===== config.mk =====
export PLATFORM = sky130hd
export DESIGN_NAME = permSelector
export DESIGN_NICKNAME = d
export VERILOG_FILES = /design/src/botPkg.sv /design/src/streamPkg.sv /design/src/permSelector.sv
export SDC_FILE = /design/constraint.sdc
export NUM_CORES = 1
export LEC_CHECK = 0
export BUFFER_PORTS_ARGS = -buffer_cell sky130_fd_sc_hd__buf_2
export CAP_MARGIN = 20
export CORE_MARGIN = 1.5
export CORE_UTILIZATION = 55
export DETAILED_ROUTE_END_ITERATION = 10
export HOLD_SLACK_MARGIN = 0.06
export PLACE_DENSITY = 0.85
export SETUP_SLACK_MARGIN = 0.05
export SLEW_MARGIN = 20
export SYNTH_ARGS = -nofsm -noshare
export SYNTH_HDL_FRONTEND = slang
export SYNTH_SLANG_ARGS = --single-unit

===== constraint.sdc =====
create_clock -name clk -period 31.9 [get_ports clk]
set_input_delay 0 -clock clk [delete_from_list [all_inputs] [get_ports clk]]
set_output_delay 0 -clock clk [all_outputs]
set_load 0.01 [all_outputs]

===== src/botPkg.sv =====
`default_nettype none

package botPkg;

    typedef logic [7:0]   botByteT;
    typedef logic [127:0] botT;       // byte i belongs to variable subset i, bit 0 is a
    typedef logic [23:0]  permMaskT;  // bit set*6+perm
    typedef logic [1:0]   permSetT;   // set 3 starts with a, set 0 with d
    typedef logic [2:0]   permIdxT;   // 0 to 5 within a set
    typedef logic [1:0]   varPosT;
    typedef logic [2:0]   pairPosT;   // ab ac ad bc bd cd

    // four ascii letters, position 0 in the top byte
    typedef logic [31:0] orderStrT;

    localparam int permsPerSet  = 6;
    localparam int numOrderings = 4 * permsPerSet;

    // letter at position k of an ordering moves to output bit k
    // mask bit n (= set*6+perm) selects entry 23-n of this list
    localparam orderStrT orderTable [numOrderings] = '{
        "abcd", "abdc", "acbd", "acdb", "adbc", "adcb",
        "bacd", "badc", "bcad", "bcda", "bdac", "bdca",
        "cbad", "cbda", "cabd", "cadb", "cdba", "cdab",
        "dbca", "dbac", "dcba", "dcab", "dabc", "dacb"
    };

endpackage

`default_nettype wire

===== src/streamPkg.sv =====
`default_nettype none

package streamPkg;

    import botPkg::*;

    // one buffered bot with its wanted orderings
    typedef struct packed {
        botT      bot;
        permMaskT mask;
        logic     last;   // last entry of a batch
    } fifoEntryT;

    typedef struct packed {
        logic    valid;
        permSetT set;
        permIdxT perm;
        botT     bot;
        logic    batchEnd;  // may be set with valid low for an empty mask
    } selectionT;

    typedef struct packed {
        logic valid;
        botT  bot;
        logic batchDone;
    } permOutT;

endpackage

`default_nettype wire


===== src/permSelector.sv =====
`timescale 1ns/1ps
`default_nettype none

module permSelector
    import botPkg::*, streamPkg::*;
(
    input  wire logic      clk,
    input  wire logic      rst,

    input  wire fifoEntryT head,
    input  wire logic      headValid,
    output logic           pop,

    input  wire logic      slowDown,
    output selectionT      sel
);

    typedef enum logic {
        idle,
        busy
    } stateT;

    stateT    state;
    permMaskT workMask;
    botT      workBot;
    logic     workLast;

    logic [3:0] sections [permsPerSet];  // one bit per set for each perm
    logic       pending;
    permIdxT    pickPerm;
    permSetT    pickSet;
    logic [4:0] pickBit;
    permMaskT   restMask;
    logic       entryDone;
    logic       load;

    function automatic permSetT firstSet(input logic [3:0] section);
        casez (section)
            4'b???1: return 2'd0;
            4'b??10: return 2'd1;
            4'b?100: return 2'd2;
            default: return 2'd3;
        endcase
    endfunction

    always_comb begin
        for (int p = 0; p < permsPerSet; p++) begin
            for (int s = 0; s < 4; s++) begin
                sections[p][s] = workMask[s * permsPerSet + p];
            end
        end
    end

    // lowest perm wins, then lowest set inside it
    always_comb begin
        pending  = 1'b0;
        pickPerm = '0;
        pickSet  = '0;
        for (int p = permsPerSet - 1; p >= 0; p--) begin
            if (sections[p] != '0) begin
                pending  = 1'b1;
                pickPerm = permIdxT'(p);
                pickSet  = firstSet(sections[p]);
            end
        end
    end

    assign pickBit   = 5'(pickSet * permsPerSet + pickPerm);
    assign restMask  = workMask & ~(permMaskT'(1) << pickBit);
    assign entryDone = restMask == '0;  // also true for an empty mask

    // take the next entry when idle or in the cycle the current one finishes
    assign load = headValid && !slowDown && (state == idle || entryDone);
    assign pop  = load;

    always_ff @(posedge clk) begin
        if (!slowDown) begin
            sel.set  <= pickSet;
            sel.perm <= pickPerm;
            sel.bot  <= workBot;
        end

        if (load) begin
            workMask <= head.mask;
            workBot  <= head.bot;
            workLast <= head.last;
        end else if (!slowDown && state == busy) begin
            workMask <= restMask;
        end

        if (rst) begin
            state        <= idle;
            sel.valid    <= 1'b0;
            sel.batchEnd <= 1'b0;
        end else begin
            sel.valid    <= !slowDown && state == busy && pending;
            sel.batchEnd <= !slowDown && state == busy && entryDone && workLast;
            if (load) begin
                state <= busy;
            end else if (!slowDown && entryDone) begin
                state <= idle;
            end
        end
    end

endmodule

`default_nettype wire


==> impl_metrics.csv <==
group,metric,value,unit
floorplanning,num_io_pins,293,
floorplanning,initial_core_util,55.9,%
critical_path,reg2reg_depth,16,
timing,tightest_slew,0.977,ns
synthesis,synthFlopType,"edfxtp_1",
pwr,switchingPower,0.000187,W
global_routing,antenna_found_initial,1,
finish,fill_cells,985,
timing,timing.slew.headroom,34.7,%
clocking,numCtsBuffers,28,
min_path,whs_path_depth,2,
detailed_routing,vias,7374,
place,place.gp.congestion,0.923,
place,place_area,12100,um^2
critical_path,path_class,"reg2out",
pwr,ir_drop,35.5,uV
synthesis,yosysSeqAreaShare,83.3,%
detailed_routing,wl_per_cell,22.8,um
floorplanning,core_area,18600,um^2
critical_path,r2r_end,"workBot[111]$_DFFE_PP_",
timing,clock_skew,0.0195,ns
pwr,swShare,22.5,%
timing,fin_crit_sh,22.2,%
detailed_routing,detail-route-antenna-nets,0,
place,dp_hpwl,16.3,mm
detailed_routing,drt-total-wl,29.7,mm
critical_path,crit_chain,"nor3_1, o31ai_1, a211oi_1, o31ai_1, a211oi_1, nor3_1, nor3_1, ha_1, fa_1, inv_1, or3_4, o32ai_1, nand4_1, or2_1, a21oi_4, buf_4, buf_2",
critical_path,r2r_start,"workMask[5]$_DFFE_PP_",
synthesis,syn_avg_cell_area,17.7,um^2
synthesis,synth_edf_count,286,
timing,finalSetupViolations,0,
synthesis,ys_seq_elements,289,
critical_path,reg2reg_slack,25.01,ns
critical_path,crit_path_top_delay_cell,"fa_1",
critical_path,critPathLaunchType,"flop",
floorplanning,die_w,140,um
min_path,min_to,"workBot[126]$_DFFE_PP_",
finish,num-nets-final,1209,
synthesis,synth_nets,748,
clocking,postCtsSetupBuffers,0,
synthesis,yosys.area.top_type,"edfxtp_1",
clocking,clock_latency,0.53,ns
floorplanning,die_y,140,um
timing,final.setup.tns,0,ns
synthesis,synthDistinctLibCells,53,
global_routing,grt_use_total,29.8,%
flow_run,drv_cap,0,
synthesis,synth_common_cells,"edfxtp_1, nand2_1, a21oi_1",
min_path,min-delay-start,"head[151]",
clocking,path_clk_slew,0.07,ns
floorplanning,die-area,19700,um^2
finish,drive_gt1_share,32.3,%
global_routing,grt_pass1_vias,7431,
clocking,cts_sinks,289,
pwr,leakagePower,5.58,nW
clocking,clockBufferDepth,3,
detailed_routing,drc,0,
synthesis,synth_most_common_cell,"edfxtp_1",
finish,areaGrowthSynthToFinish,39.5,%
clocking,htreeDepth,1,
place,portBuffers,292,
clocking,cts_root_buf,"clkbuf_16",
synthesis,async_flop_share,0,%
run_status,outcome,"finished, final reports clean",
synthesis,synth_top_area_share,82.7,%
critical_path,crit_required,31.90,ns
synthesis,synth_area,10400,um^2
critical_path,end_kind,"primary output",
synthesis,netlist_instances,586,
synthesis,ys.warnings.count,0,
clocking,tritoncts,"done",
min_path,min_path_type,"in2reg",
detailed_routing,first_pass_iters,5,
timing,layout_min_cycle_time,7.09,ns
pwr,combPwrFrac,9.4,%
critical_path,critPathMaxStageDelay,0.91,ns
pwr,pwr-share-seq,54.1,%
detailed_routing,via_per_inst,5.67,
timing,rsz0062_at_grt,"false",
global_routing,grt_overflow,0,
critical_path,crit_path_frequent_cell,"nor3_1",
critical_path,cp_max_fo,54,
detailed_routing,first_iter_violations,623,
floorplanning,rows,50,
timing,finalMaxSlewViolations,0,
pwr,p_per_area,57.4,nW/um^2
timing,hold_violations,0,
synthesis,synthTopCellsByArea,"edfxtp_1, nand2_1, a21oi_1, and3_1, or3_1",
pwr,power.internal,0.000644,W
timing,clock.fmax,141,MHz
critical_path,critPathArrivalTime,7.09,ns
pwr,p_clk_share,36.5,%
global_routing,grt_pass1_wl,43.5,mm
global_routing,grt_max_degree,77,
finish,fin_area,14500,um^2
pwr,power,0.000831,W
[placed cells by master, fill, tap and decap left out, drive strengths merged, types with 3 or more instances in the layout]
| master | n |
|---|---|
| dfxtp | 3 |
| o31ai | 3 |
| o31a | 3 |
| dlygate4sd3 | 156 |
| o21ai | 8 |
| o311ai | 12 |
| nand2 | 47 |
| clkinv | 10 |
| inv | 10 |
| or3 | 15 |
| nor4 | 9 |
| o211ai | 4 |
| and3 | 21 |
| o21a | 11 |
| or2 | 3 |
| o32ai | 7 |
| clkbuf | 38 |
| edfxtp | 286 |
| nor2 | 21 |
| nor2b | 3 |
| nand3 | 15 |
| or4 | 6 |
| a31oi | 5 |
| nor3 | 13 |
| ha | 4 |
| buf | 299 |
| a21oi | 28 |
[worst max path at each step]
stage                                startpoint               endpoint  slack, ns  cells past startpoint
after floorplan           workMask[8]$_DFFE_PP_   workBot[0]$_DFFE_PP_      20.55                     16
after global placement    workMask[3]$_DFFE_PP_  workBot[25]$_DFFE_PP_      25.17                     15
after detailed placement  workMask[3]$_DFFE_PP_  workBot[38]$_DFFE_PP_      25.17                     15
after CTS                 workMask[5]$_DFFE_PP_                    pop      24.91                     18
after global routing      workMask[5]$_DFFE_PP_                    pop      24.30                     18
final                     workMask[5]$_DFFE_PP_                    pop      24.81                     17
[critical path, delay by kind of cell, from the launching register on]
family          cells  cell delay [ns]
simple gates        6             2.52
buf+inv             3             1.05
fa+ha+maj           2             1.26
flops               1             0.45
compound gates      6             1.27
[power by group through the flow]
stage          clock network, W   logic, W  registers (W)
6_report               0.000303  0.0000779       0.000449
5_1_grt                0.000323  0.0000829       0.000451
4_1_cts                0.000302  0.0000747       0.000448
3_5_place_dp                  0  0.0000584       0.000456
3_3_place_gp                  0  0.0000578       0.000454
2_1_floorplan                 0  0.0000263       0.000460
[final cells by class]
class                   count  area [um^2]  share of cell area, %
diodes                      1         2.50                 0.0173
flip-flops and latches    289         8650                   59.7
inverters                  10         42.5                  0.294
well taps                 234          293                   2.02
multi-input cells         263         1600                   11.0
clock inverters            11         85.1                  0.587
clock buffers              38          738                   5.10
repair buffers            455         3080                   21.2
[kinds of logic after synthesis]
kind of cell	share of synthesized area, %
compound gates	6.43
xor+xnor	0.169
fa+ha+maj	0.675
buf+inv	1.47
flops	83.3
simple gates	7.98
[timing repair]
item | CTS | global route
hold buffers | 156 | 0
hold endpoints to repair | 156 | 0
resized for setup | 0 | 0
[routing by layer]
metal	routed length, um	track usage (%)	vias up
met2	15000	51.5	489
met5	0	0	-
met4	1340	13.4	0
met3	2770	6.87	87
li1	-	-	3246
met1	10500	35.8	3552
[state kept, by name, indices dropped and copies added (netlist names)]
| register | cells |
|---|---|
| sel | 135 |
| workBot | 128 |
| workMask | 24 |
| state | 1 |
| workLast | 1 |
[per-stage QoR]
step	instances	setup slack [ns]	util (%)	hold slack, ns
2_1_floorplan	586	20.55	-	0.0691
3_3_place_gp	1095	25.17	65.1	0.176
3_5_place_dp	1095	25.17	65.1	0.178
4_1_cts	1300	24.91	77.9	0.144
5_1_grt	1300	24.30	77.9	0.152
6_report	1301	24.81	77.9	0.178
Note: power is estimated with default switching activity, not from simulation.
