**src/botPkg.sv**
```systemverilog
`default_nettype none

package botPkg;

    typedef logic [7:0]   botByteT;
    typedef logic [127:0] botT;       // byte i belongs to variable subset i, bit 0 is a
    typedef logic [23:0]  permMaskT;  // bit set*6+perm
    typedef logic [1:0]   permSetT;   // set 3 starts with a, set 0 with d
    typedef logic [2:0]   permIdxT;   // 0 to 5 within a set
    typedef logic [1:0]   varPosT;
    typedef logic [2:0]   pairPosT;   // ab ac ad bc bd cd

    // four ascii letters, position 0 in the top byte
    typedef logic [31:0] orderStrT;

    localparam int permsPerSet  = 6;
    localparam int numOrderings = 4 * permsPerSet;

    // letter at position k of an ordering moves to output bit k
    // mask bit n (= set*6+perm) selects entry 23-n of this list
    localparam orderStrT orderTable [numOrderings] = '{
        "abcd", "abdc", "acbd", "acdb", "adbc", "adcb",
        "bacd", "badc", "bcad", "bcda", "bdac", "bdca",
        "cbad", "cbda", "cabd", "cadb", "cdba", "cdab",
        "dbca", "dbac", "dcba", "dcab", "dabc", "dacb"
    };

endpackage

`default_nettype wire
```
**src/streamPkg.sv**
```systemverilog
`default_nettype none

package streamPkg;

    import botPkg::*;

    // one buffered bot with its wanted orderings
    typedef struct packed {
        botT      bot;
        permMaskT mask;
        logic     last;   // last entry of a batch
    } fifoEntryT;

    typedef struct packed {
        logic    valid;
        permSetT set;
        permIdxT perm;
        botT     bot;
        logic    batchEnd;  // may be set with valid low for an empty mask
    } selectionT;

    typedef struct packed {
        logic valid;
        botT  bot;
        logic batchDone;
    } permOutT;

endpackage

`default_nettype wire

```
**src/botPermute.sv**
```systemverilog
`timescale 1ns/1ps
`default_nettype none

module botPermute
    import botPkg::*, streamPkg::*;
(
    input  wire logic      clk,
    input  wire logic      rst,

    input  wire selectionT sel,
    output permOutT        result
);

    // source variable for output bits 0 to 3, and pairs with output bit 0
    typedef struct packed {
        varPosT  a;
        varPosT  b;
        varPosT  c;
        varPosT  d;
        pairPosT ab;
        pairPosT ac;
        pairPosT ad;
    } posT;

    typedef struct packed {
        logic valid;
        posT  pos;
        botT  bot;
        logic batchDone;
    } stageT;

    stageT   stage;
    botByteT inBytes  [16];
    botByteT singles  [4];
    botByteT triples  [4];
    botByteT pairs    [6];
    botByteT pairsInv [6];  // complements of pairs in the same order
    botByteT outBytes [16];
    botT     permuted;

    // rows follow orderTable with letter positions a b c d then pair indices
    function automatic posT posLookup(input permSetT setIdx, input permIdxT permIdx);
        case ({setIdx, permIdx})
            5'o35: return '{2'd0, 2'd1, 2'd2, 2'd3, 3'd0, 3'd1, 3'd2};  // abcd
            5'o34: return '{2'd0, 2'd1, 2'd3, 2'd2, 3'd0, 3'd2, 3'd1};
            5'o33: return '{2'd0, 2'd2, 2'd1, 2'd3, 3'd1, 3'd0, 3'd2};
            5'o32: return '{2'd0, 2'd2, 2'd3, 2'd1, 3'd1, 3'd2, 3'd0};
            5'o31: return '{2'd0, 2'd3, 2'd1, 2'd2, 3'd2, 3'd0, 3'd1};
            5'o30: return '{2'd0, 2'd3, 2'd2, 2'd1, 3'd2, 3'd1, 3'd0};
            5'o25: return '{2'd1, 2'd0, 2'd2, 2'd3, 3'd0, 3'd3, 3'd4};  // bacd
            5'o24: return '{2'd1, 2'd0, 2'd3, 2'd2, 3'd0, 3'd4, 3'd3};
            5'o23: return '{2'd1, 2'd2, 2'd0, 2'd3, 3'd3, 3'd0, 3'd4};
            5'o22: return '{2'd1, 2'd2, 2'd3, 2'd0, 3'd3, 3'd4, 3'd0};
            5'o21: return '{2'd1, 2'd3, 2'd0, 2'd2, 3'd4, 3'd0, 3'd3};
            5'o20: return '{2'd1, 2'd3, 2'd2, 2'd0, 3'd4, 3'd3, 3'd0};
            5'o15: return '{2'd2, 2'd1, 2'd0, 2'd3, 3'd3, 3'd1, 3'd5};  // cbad
            5'o14: return '{2'd2, 2'd1, 2'd3, 2'd0, 3'd3, 3'd5, 3'd1};
            5'o13: return '{2'd2, 2'd0, 2'd1, 2'd3, 3'd1, 3'd3, 3'd5};
            5'o12: return '{2'd2, 2'd0, 2'd3, 2'd1, 3'd1, 3'd5, 3'd3};
            5'o11: return '{2'd2, 2'd3, 2'd1, 2'd0, 3'd5, 3'd3, 3'd1};
            5'o10: return '{2'd2, 2'd3, 2'd0, 2'd1, 3'd5, 3'd1, 3'd3};
            5'o05: return '{2'd3, 2'd1, 2'd2, 2'd0, 3'd4, 3'd5, 3'd2};  // dbca
            5'o04: return '{2'd3, 2'd1, 2'd0, 2'd2, 3'd4, 3'd2, 3'd5};
            5'o03: return '{2'd3, 2'd2, 2'd1, 2'd0, 3'd5, 3'd4, 3'd2};
            5'o02: return '{2'd3, 2'd2, 2'd0, 2'd1, 3'd5, 3'd2, 3'd4};
            5'o01: return '{2'd3, 2'd0, 2'd1, 2'd2, 3'd2, 3'd4, 3'd5};
            5'o00: return '{2'd3, 2'd0, 2'd2, 2'd1, 3'd2, 3'd5, 3'd4};
            default: return '1;  // unlisted codes give pair position 7
        endcase
    endfunction

    always_ff @(posedge clk) begin
        stage.pos <= posLookup(sel.set, sel.perm);
        stage.bot <= sel.bot;
        if (rst) begin
            stage.valid     <= 1'b0;
            stage.batchDone <= 1'b0;
        end else begin
            stage.valid     <= sel.valid;
            stage.batchDone <= sel.batchEnd;
        end
    end

    always_comb begin
        for (int i = 0; i < 16; i++) begin
            inBytes[i] = stage.bot[8*i +: 8];
        end
        singles  = '{inBytes[4'b0001], inBytes[4'b0010], inBytes[4'b0100], inBytes[4'b1000]};
        triples  = '{inBytes[4'b1110], inBytes[4'b1101], inBytes[4'b1011], inBytes[4'b0111]};
        pairs    = '{inBytes[4'b0011], inBytes[4'b0101], inBytes[4'b1001],
                     inBytes[4'b0110], inBytes[4'b1010], inBytes[4'b1100]};
        pairsInv = '{inBytes[4'b1100], inBytes[4'b1010], inBytes[4'b0110],
                     inBytes[4'b1001], inBytes[4'b0101], inBytes[4'b0011]};
    end

    assign outBytes[4'b0000] = inBytes[4'b0000];
    assign outBytes[4'b1111] = inBytes[4'b1111];

    assign outBytes[4'b0001] = singles[stage.pos.a];
    assign outBytes[4'b0010] = singles[stage.pos.b];
    assign outBytes[4'b0100] = singles[stage.pos.c];
    assign outBytes[4'b1000] = singles[stage.pos.d];

    // three-variable bytes miss exactly one variable
    assign outBytes[4'b1110] = triples[stage.pos.a];
    assign outBytes[4'b1101] = triples[stage.pos.b];
    assign outBytes[4'b1011] = triples[stage.pos.c];
    assign outBytes[4'b0111] = triples[stage.pos.d];

    assign outBytes[4'b0011] = pairs[stage.pos.ab];
    assign outBytes[4'b0101] = pairs[stage.pos.ac];
    assign outBytes[4'b1001] = pairs[stage.pos.ad];
    assign outBytes[4'b0110] = pairsInv[stage.pos.ad];
    assign outBytes[4'b1010] = pairsInv[stage.pos.ac];
    assign outBytes[4'b1100] = pairsInv[stage.pos.ab];

    always_comb begin
        for (int i = 0; i < 16; i++) begin
            permuted[8*i +: 8] = outBytes[i];
        end
    end

    always_ff @(posedge clk) begin
        result.bot <= permuted;
        if (rst) begin
            result.valid     <= 1'b0;
            result.batchDone <= 1'b0;
        end else begin
            result.valid     <= stage.valid;
            result.batchDone <= stage.batchDone;
        end
    end

    // a pair position of 6 or 7 would read past the 6-way mux
    pairInRange: assert property (@(posedge clk) disable iff (rst)
        stage.valid |-> stage.pos.ab < 3'd6 && stage.pos.ac < 3'd6 && stage.pos.ad < 3'd6)
        else $error("botPermute pair position out of range");

endmodule

`default_nettype wire

```
**config.mk**
```make
export PLATFORM = sky130hd
export DESIGN_NAME = botPermute
export DESIGN_NICKNAME = d
export VERILOG_FILES = /design/src/botPkg.sv /design/src/streamPkg.sv /design/src/botPermute.sv
export SDC_FILE = /design/constraint.sdc
export NUM_CORES = 1
export LEC_CHECK = 0
export BUFFER_PORTS_ARGS = -buffer_cell sky130_fd_sc_hd__buf_2
export CORE_MARGIN = 4
export CORE_UTILIZATION = 35
export CTS_BUF_LIST = sky130_fd_sc_hd__clkbuf_8
export CTS_CLUSTER_SIZE = 20
export DETAILED_ROUTE_END_ITERATION = 6
export PLACE_DENSITY_LB_ADDON = 0.08
export REMOVE_ABC_BUFFERS = 1
export SLEW_MARGIN = 20
export SYNTH_ARGS = -nofsm -noshare
export SYNTH_HDL_FRONTEND = slang
export SYNTH_SLANG_ARGS = --single-unit
```
**constraint.sdc**
```tcl
create_clock -name clk -period 1.6 [get_ports clk]
set_clock_uncertainty 0.15 [all_clocks]
set_input_delay 0.16 -clock clk [delete_from_list [all_inputs] [get_ports clk]]
set_output_delay 0.16 -clock clk [all_outputs]
set_load 0.01 [all_outputs]
```
==> run metrics, run 1 <==
status finished clean; synthesis-to-layout area growth 42.1%; drt drc 0; leakage 6.50 nW; Worst setup EP type flip-flop; cell taking the most area after synthesis dfxtp_1; Mapped Avg Cell Area 13.9 um2; I/O Buffers 266; drt initial violations 240; Die W 177 um; clock slew at reported path FFs 60 ps; Final Util 0.509; Hold Violations, Final 0; largest cells by area after synthesis dfxtp_1 (55%), mux2i_1 (15%), mux4_2 (14%); RSZ-0062 raised after global routing false; sequential share of power 0.457; Initial Util 0.358; Tcrit/Tclk final 0.881; final worst slack 190 ps; first-pass GRT wire length 43.6 mm; worst-path cell chain buf_12, mux2i_1, o22a_1, o21ai_1; cell family with most CP delay flip-flops; Internal Pwr Total 0.0129 W; Design Area, Final 0.0142 mm2; WP data required 1890 ps; Setup Viol. Count Final 0; WL/cell 18.1 um; Hold WS 85.2 ps; Num CTS Buffers 46; Final nets 1291; final WL 28.4 mm; htree depth 2; ANT cells 0; Slew Limit Fails 0; worst rel slew slack 0.737; PwrDens 1230 mW/mm2; DP Area 0.0119 mm2; share of cells above drive strength 1 0.378; share of the synthesized area in the top cell type 0.553; most common cell in the synthesized netlist dfxtp_1; crit path launch type flip-flop; Synth Flop Type dfxtp_1; sw frac 0.263; IO Count 267; vias in the first global route 7952; buffer count from post-CTS setup fixing 0; detailed-route via count 7291; FMAX 709 MHz; Total GRT Usage 0.178; Placer Congestion 0.746; register area share after synthesis 0.553; Clock Tree Root clkbuf_8; ys async rst share 0; global route overflow 0; Seq cells post-synth 277; Max Cap Viol 0; clock tree buffer depth 3; CP max stage cell dfxtp_2; NetSw 0.00463 W; kind of critical path flip-flop to flip-flop; Site Rows 61; CTS tree done; Max IR drop VDD 0.582 mV; Ys Warns 0; Period minus WS final 1410 ps; worst hold path class input pin to flip-flop; Routed Antenna Nets 0; top cells by count, synth dfxtp_1 (277), mux2i_1 (149), mux4_2 (64), o22a_1 (48), o21ai_1 (47); Post-Syn Instances 721; synth unique cells 34; Post-synth EDFFs 0; Post-Syn Area 0.0100 mm2; largest net degree at the start of global routing 34; # clock sinks 277; via/cell ratio 4.66; core area 0.0280 mm2; max incr delay on CP 460 ps; initial antenna violation count 0; latest clock arrival within the worst-skew pair 550 ps; DP Worst Slack 193 ps; Clk network pwr share 0.362; die area 0.0314 mm2; CP bufs+invs 1; Max FO, Critical Path 20; combinational share of power 0.182; Slew @ Worst Pin 391 ps; first-pass iteration count of the detailed router 6; chip height 177 um; Crit path arrival time 1690 ps; DP HPWL 18.5 mm
-- layer usage --
metal	global-route usage	vias to the layer above	share of wire	wire (um)
met4	0.0648	0	0.031	893
met3	0.0361	65	0.058	1650
met2	0.304	241	0.48	13500
met5	0	-	0	0
li1	-	3536	-	-
met1	0.225	3449	0.43	12300
-- power by group through the flow --
stage	Clock, W	Combinational, W	Sequential (W)
after floorplan	0	0.00119	0.00853
after global placement	0	0.00296	0.00818
after detailed placement	0	0.00296	0.00817
after CTS	0.00659	0.00323	0.00803
after global routing	0.00687	0.00346	0.00810
final	0.00635	0.00319	0.00802
-- worst paths after layout --
path / from / slack (ps) / end / cells past startpoint
worst max-delay path: stage[133] / 190 / result[83] / 4
worst min-delay path: sel[108] / 90 / inBytes[19] / 2
worst max register to register: stage[133] / 190 / result[83] / 4
worst min register to register: inBytes[125] / 170 / result[6] / 0
-- sequential cells by signal (all words and copies together), names as in the netlist --
signal and count:
stage 19, inBytes 128, result 130
-- timing repair --
action	CTS	global route
resized for setup	0	0
hold endpoints to repair	149	0
hold buffers	136	0
-- stage by stage --
step	cells	total power [W]	TNS [ps]
6_report	1564	0.0176	0
4_1_cts	1564	0.0179	0
5_1_grt	1564	0.0184	0
3_3_place_gp	1344	0.0111	0
2_1_floorplan	664	0.00971	-34570
3_5_place_dp	1344	0.0111	0
-- cell type report --
| cell class | instances | area [um2] |
|---|---|---|
| inverters | 3 | 11.3 |
| well taps | 378 | 473 |
| clock inverters | 23 | 139 |
| clock buffers | 61 | 840 |
| fillers | 2470 | 13800 |
| flip-flops and latches | 277 | 5550 |
| repair buffers | 438 | 3150 |
| multi-input cells | 384 | 4080 |
-- cells by family (layout without fill, tap and decap cells) --
logic type	count (synthesis)	count (layout)	synth area share
mux	213	213	0.293
flops	277	277	0.553
simple gates	46	46	0.0237
buf+inv	60	525	0.0397
compound gates	115	115	0.0807
xor+xnor	6	6	0.00524
fa+ha+maj	4	4	0.00499
-- cell usage in the layout (no fill, tap or decap), types with 2 or more instances in the layout --
master / n
mux4_2: 64
clkinv_2: 8
nand2b_1: 9
xnor2_1: 4
dfxtp_2: 3
a2bb2oi_1: 3
buf_12: 15
ha_1: 4
buf_2: 266
clkinvlp_4: 3
nor2b_1: 10
o21ai_1: 47
nor2_1: 6
o22a_1: 48
dfxtp_1: 274
dlygate4sd3_1: 136
xor2_1: 2
inv_1: 12
a21oi_1: 3
o2111ai_1: 2
o21ai_2: 3
or2_1: 4
mux2i_1: 149
a211oi_1: 3
buf_4: 21
clkbuf_8: 61
nand2_1: 13
Note: power is estimated with default switching activity, not from simulation.
==> run 2, diff against run 1 <==
ABC_AREA = 1   (was not set)
==> run metrics, run 2 <==
status finished clean; share of cells above drive strength 1 0.230; latest clock arrival within the worst-skew pair 580 ps; Slew @ Worst Pin 605 ps; most common cell after layout, fill and taps aside nand2_1; Initial Util 0.359; PwrDens 1230 mW/mm2; Clk network pwr share 0.360; register area 0.00555 mm2; combinational share of power 0.190; WP data required 1920 ps; vias in the first global route 10200; Setup Viol. Count Final 0; leakage 6.96 nW; top cells by count, synth nand2_1 (342), dfxtp_1 (277), o211ai_1 (144), nor2_1 (136), o21ai_0 (134); synth unique cells 23; die area 0.0327 mm2; CP bufs+invs 4; Site Rows 62; Die W 181 um; Total GRT Usage 0.209; buffer count from post-CTS setup fixing 0; drt initial violations 845; Placer Congestion 0.849; Final nets 1836; ANT cells 0; number of fillers in the final layout 2833; first-pass GRT wire length 55.7 mm; largest net degree at the start of global routing 63; Internal Pwr Total 0.0127 W; Post-Syn Area 0.0104 mm2; final worst slack 162 ps; Routed Antenna Nets 0; register area share after synthesis 0.531; Ys Warns 0; share of the synthesized area in the top cell type 0.531; Max Cap Viol 0; htree depth 2; Mapped Avg Cell Area 8.13 um2; detailed-route via count 10400; via/cell ratio 4.90; worst rel slew slack 0.595; crit path launch type input pin; worst hold path class input pin to flip-flop; first-pass iteration count of the detailed router 5; Synth Flop Type dfxtp_1; Top cell by count, worst path dlygate4sd3_1; CTS tree done; Num CTS Buffers 48; synthesis-to-layout area growth 39.9%; Most flops, register result; largest cells by area after synthesis dfxtp_1 (53%), nand2_1 (12%), o211ai_1 (10%); NetSw 0.00523 W; DP Worst Slack 229 ps; most frequent cells in the layout nand2_1 (342), dfxtp_1 (274), buf_2 (266); drt drc 0; sw frac 0.292; most common cell in the synthesized netlist nand2_1; I/O Buffers 266; WL/cell 16.7 um; Seq cells post-synth 277; Clock Tree Root clkbuf_8; Worst setup EP type flip-flop; sequential share of power 0.450; Max IR drop VDD 0.827 mV; clock tree buffer depth 3; final WL 35.3 mm; worst-path cell chain dlygate4sd3_1, buf_2, ha_1, inv_1, nand2_1, dlygate4sd3_1; global route overflow 0; # clock sinks 277; clock slew at reported path FFs 60 ps; DP HPWL 22.9 mm; chip height 181 um; ys async rst share 0; kind of critical path input pin to flip-flop; CP max stage cell dlygate4sd3_1; RSZ-0062 raised after global routing false; Crit path arrival time 1760 ps; Tcrit/Tclk final 0.899; Post-Syn Instances 1285; Final Util 0.502; max incr delay on CP 550 ps; max reg flops 130; Max FO, Critical Path 6; Post-synth EDFFs 0; core area 0.0291 mm2; PostCTS Resize Cnt 0; IO Count 267; initial antenna violation count 0; Slew Limit Fails 0; cell family with most CP delay buffers and inverters; FMAX 695 MHz; area of the multi-input gates 0.00416 mm2; Hold Violations, Final 0; cell taking the most area after synthesis dfxtp_1; Period minus WS final 1440 ps
==> run 2: worst register-to-register path, stage by stage, from the launching register on <==
cell,delay (ps)
dfxtp_1,350
nor2_4,510
o211ai_1,180
nand2_1,110
==> run 2: power groups by stage <==
stage	Combinational, W	Sequential, W	Clock, W
2_1_floorplan	0.00122	0.00853	0
3_3_place_gp	0.00312	0.00823	0
3_5_place_dp	0.00315	0.00822	0
4_1_cts	0.00342	0.00808	0.00666
5_1_grt	0.00378	0.00814	0.00698
6_report	0.00341	0.00807	0.00645
==> run 2: through the flow <==
step,cell area (um2),hold slack [ps],TNS (ps),total power (W),instances
CTS,14600,11.9,0,0.0182,2115
detailed placement,12200,114,0,0.0114,1890
finish,14600,56.3,0,0.0179,2115
global placement,12200,112,0,0.0114,1890
global route,14600,15.8,0,0.0189,2115
floorplan,10000,37.7,-54880,0.00975,1202
==> run 2: metal layers <==
metal,track usage,share of wire,vias to the layer above
li1,-,-,5152
met1,0.283,0.44,4732
met2,0.340,0.46,404
met3,0.0404,0.075,66
met4,0.0626,0.022,0
met5,0,0,-
==> run 2: final cells by class <==
| class | instances | share of cell area |
|---|---|---|
| clock buffer | 61 | 0.0574 |
| clock inverter | 25 | 0.0108 |
| inverter | 79 | 0.0203 |
| multi-input combinational | 846 | 0.285 |
| sequential | 277 | 0.380 |
| tap | 384 | 0.0329 |
| timing repair buffer | 443 | 0.214 |
==> run 2: worst paths after layout <==
| check | start | to | slack, ps | cells past startpoint |
|---|---|---|---|---|
| hold reg to reg | inBytes[1] | result[122] | 180 | 0 |
| setup / recovery | sel[130] | stage[145] | 160 | 6 |
| setup reg to reg | stage[130] | result[80] | 230 | 3 |
| hold / removal | sel[34] | inBytes[89] | 60 | 2 |
==> run 2: kinds of logic (layout without fill, tap and decap cells) <==
group                      count (synthesis)  after routing  share of synthesized area
AOI/OAI and AO/OA                        350            350                      0.212
adders and majority gates                  4              4                    0.00479
buffers and inverters                    162            608                     0.0709
DFF                                      277            277                      0.531
and+or+nand+nor                          492            492                      0.181
==> run 2: timing repair <==
action                                 in CTS  in global routing
hold buffers                              139                  0
setup endpoints to repair                   0                  0
endpoints found under the hold margin     149                  0
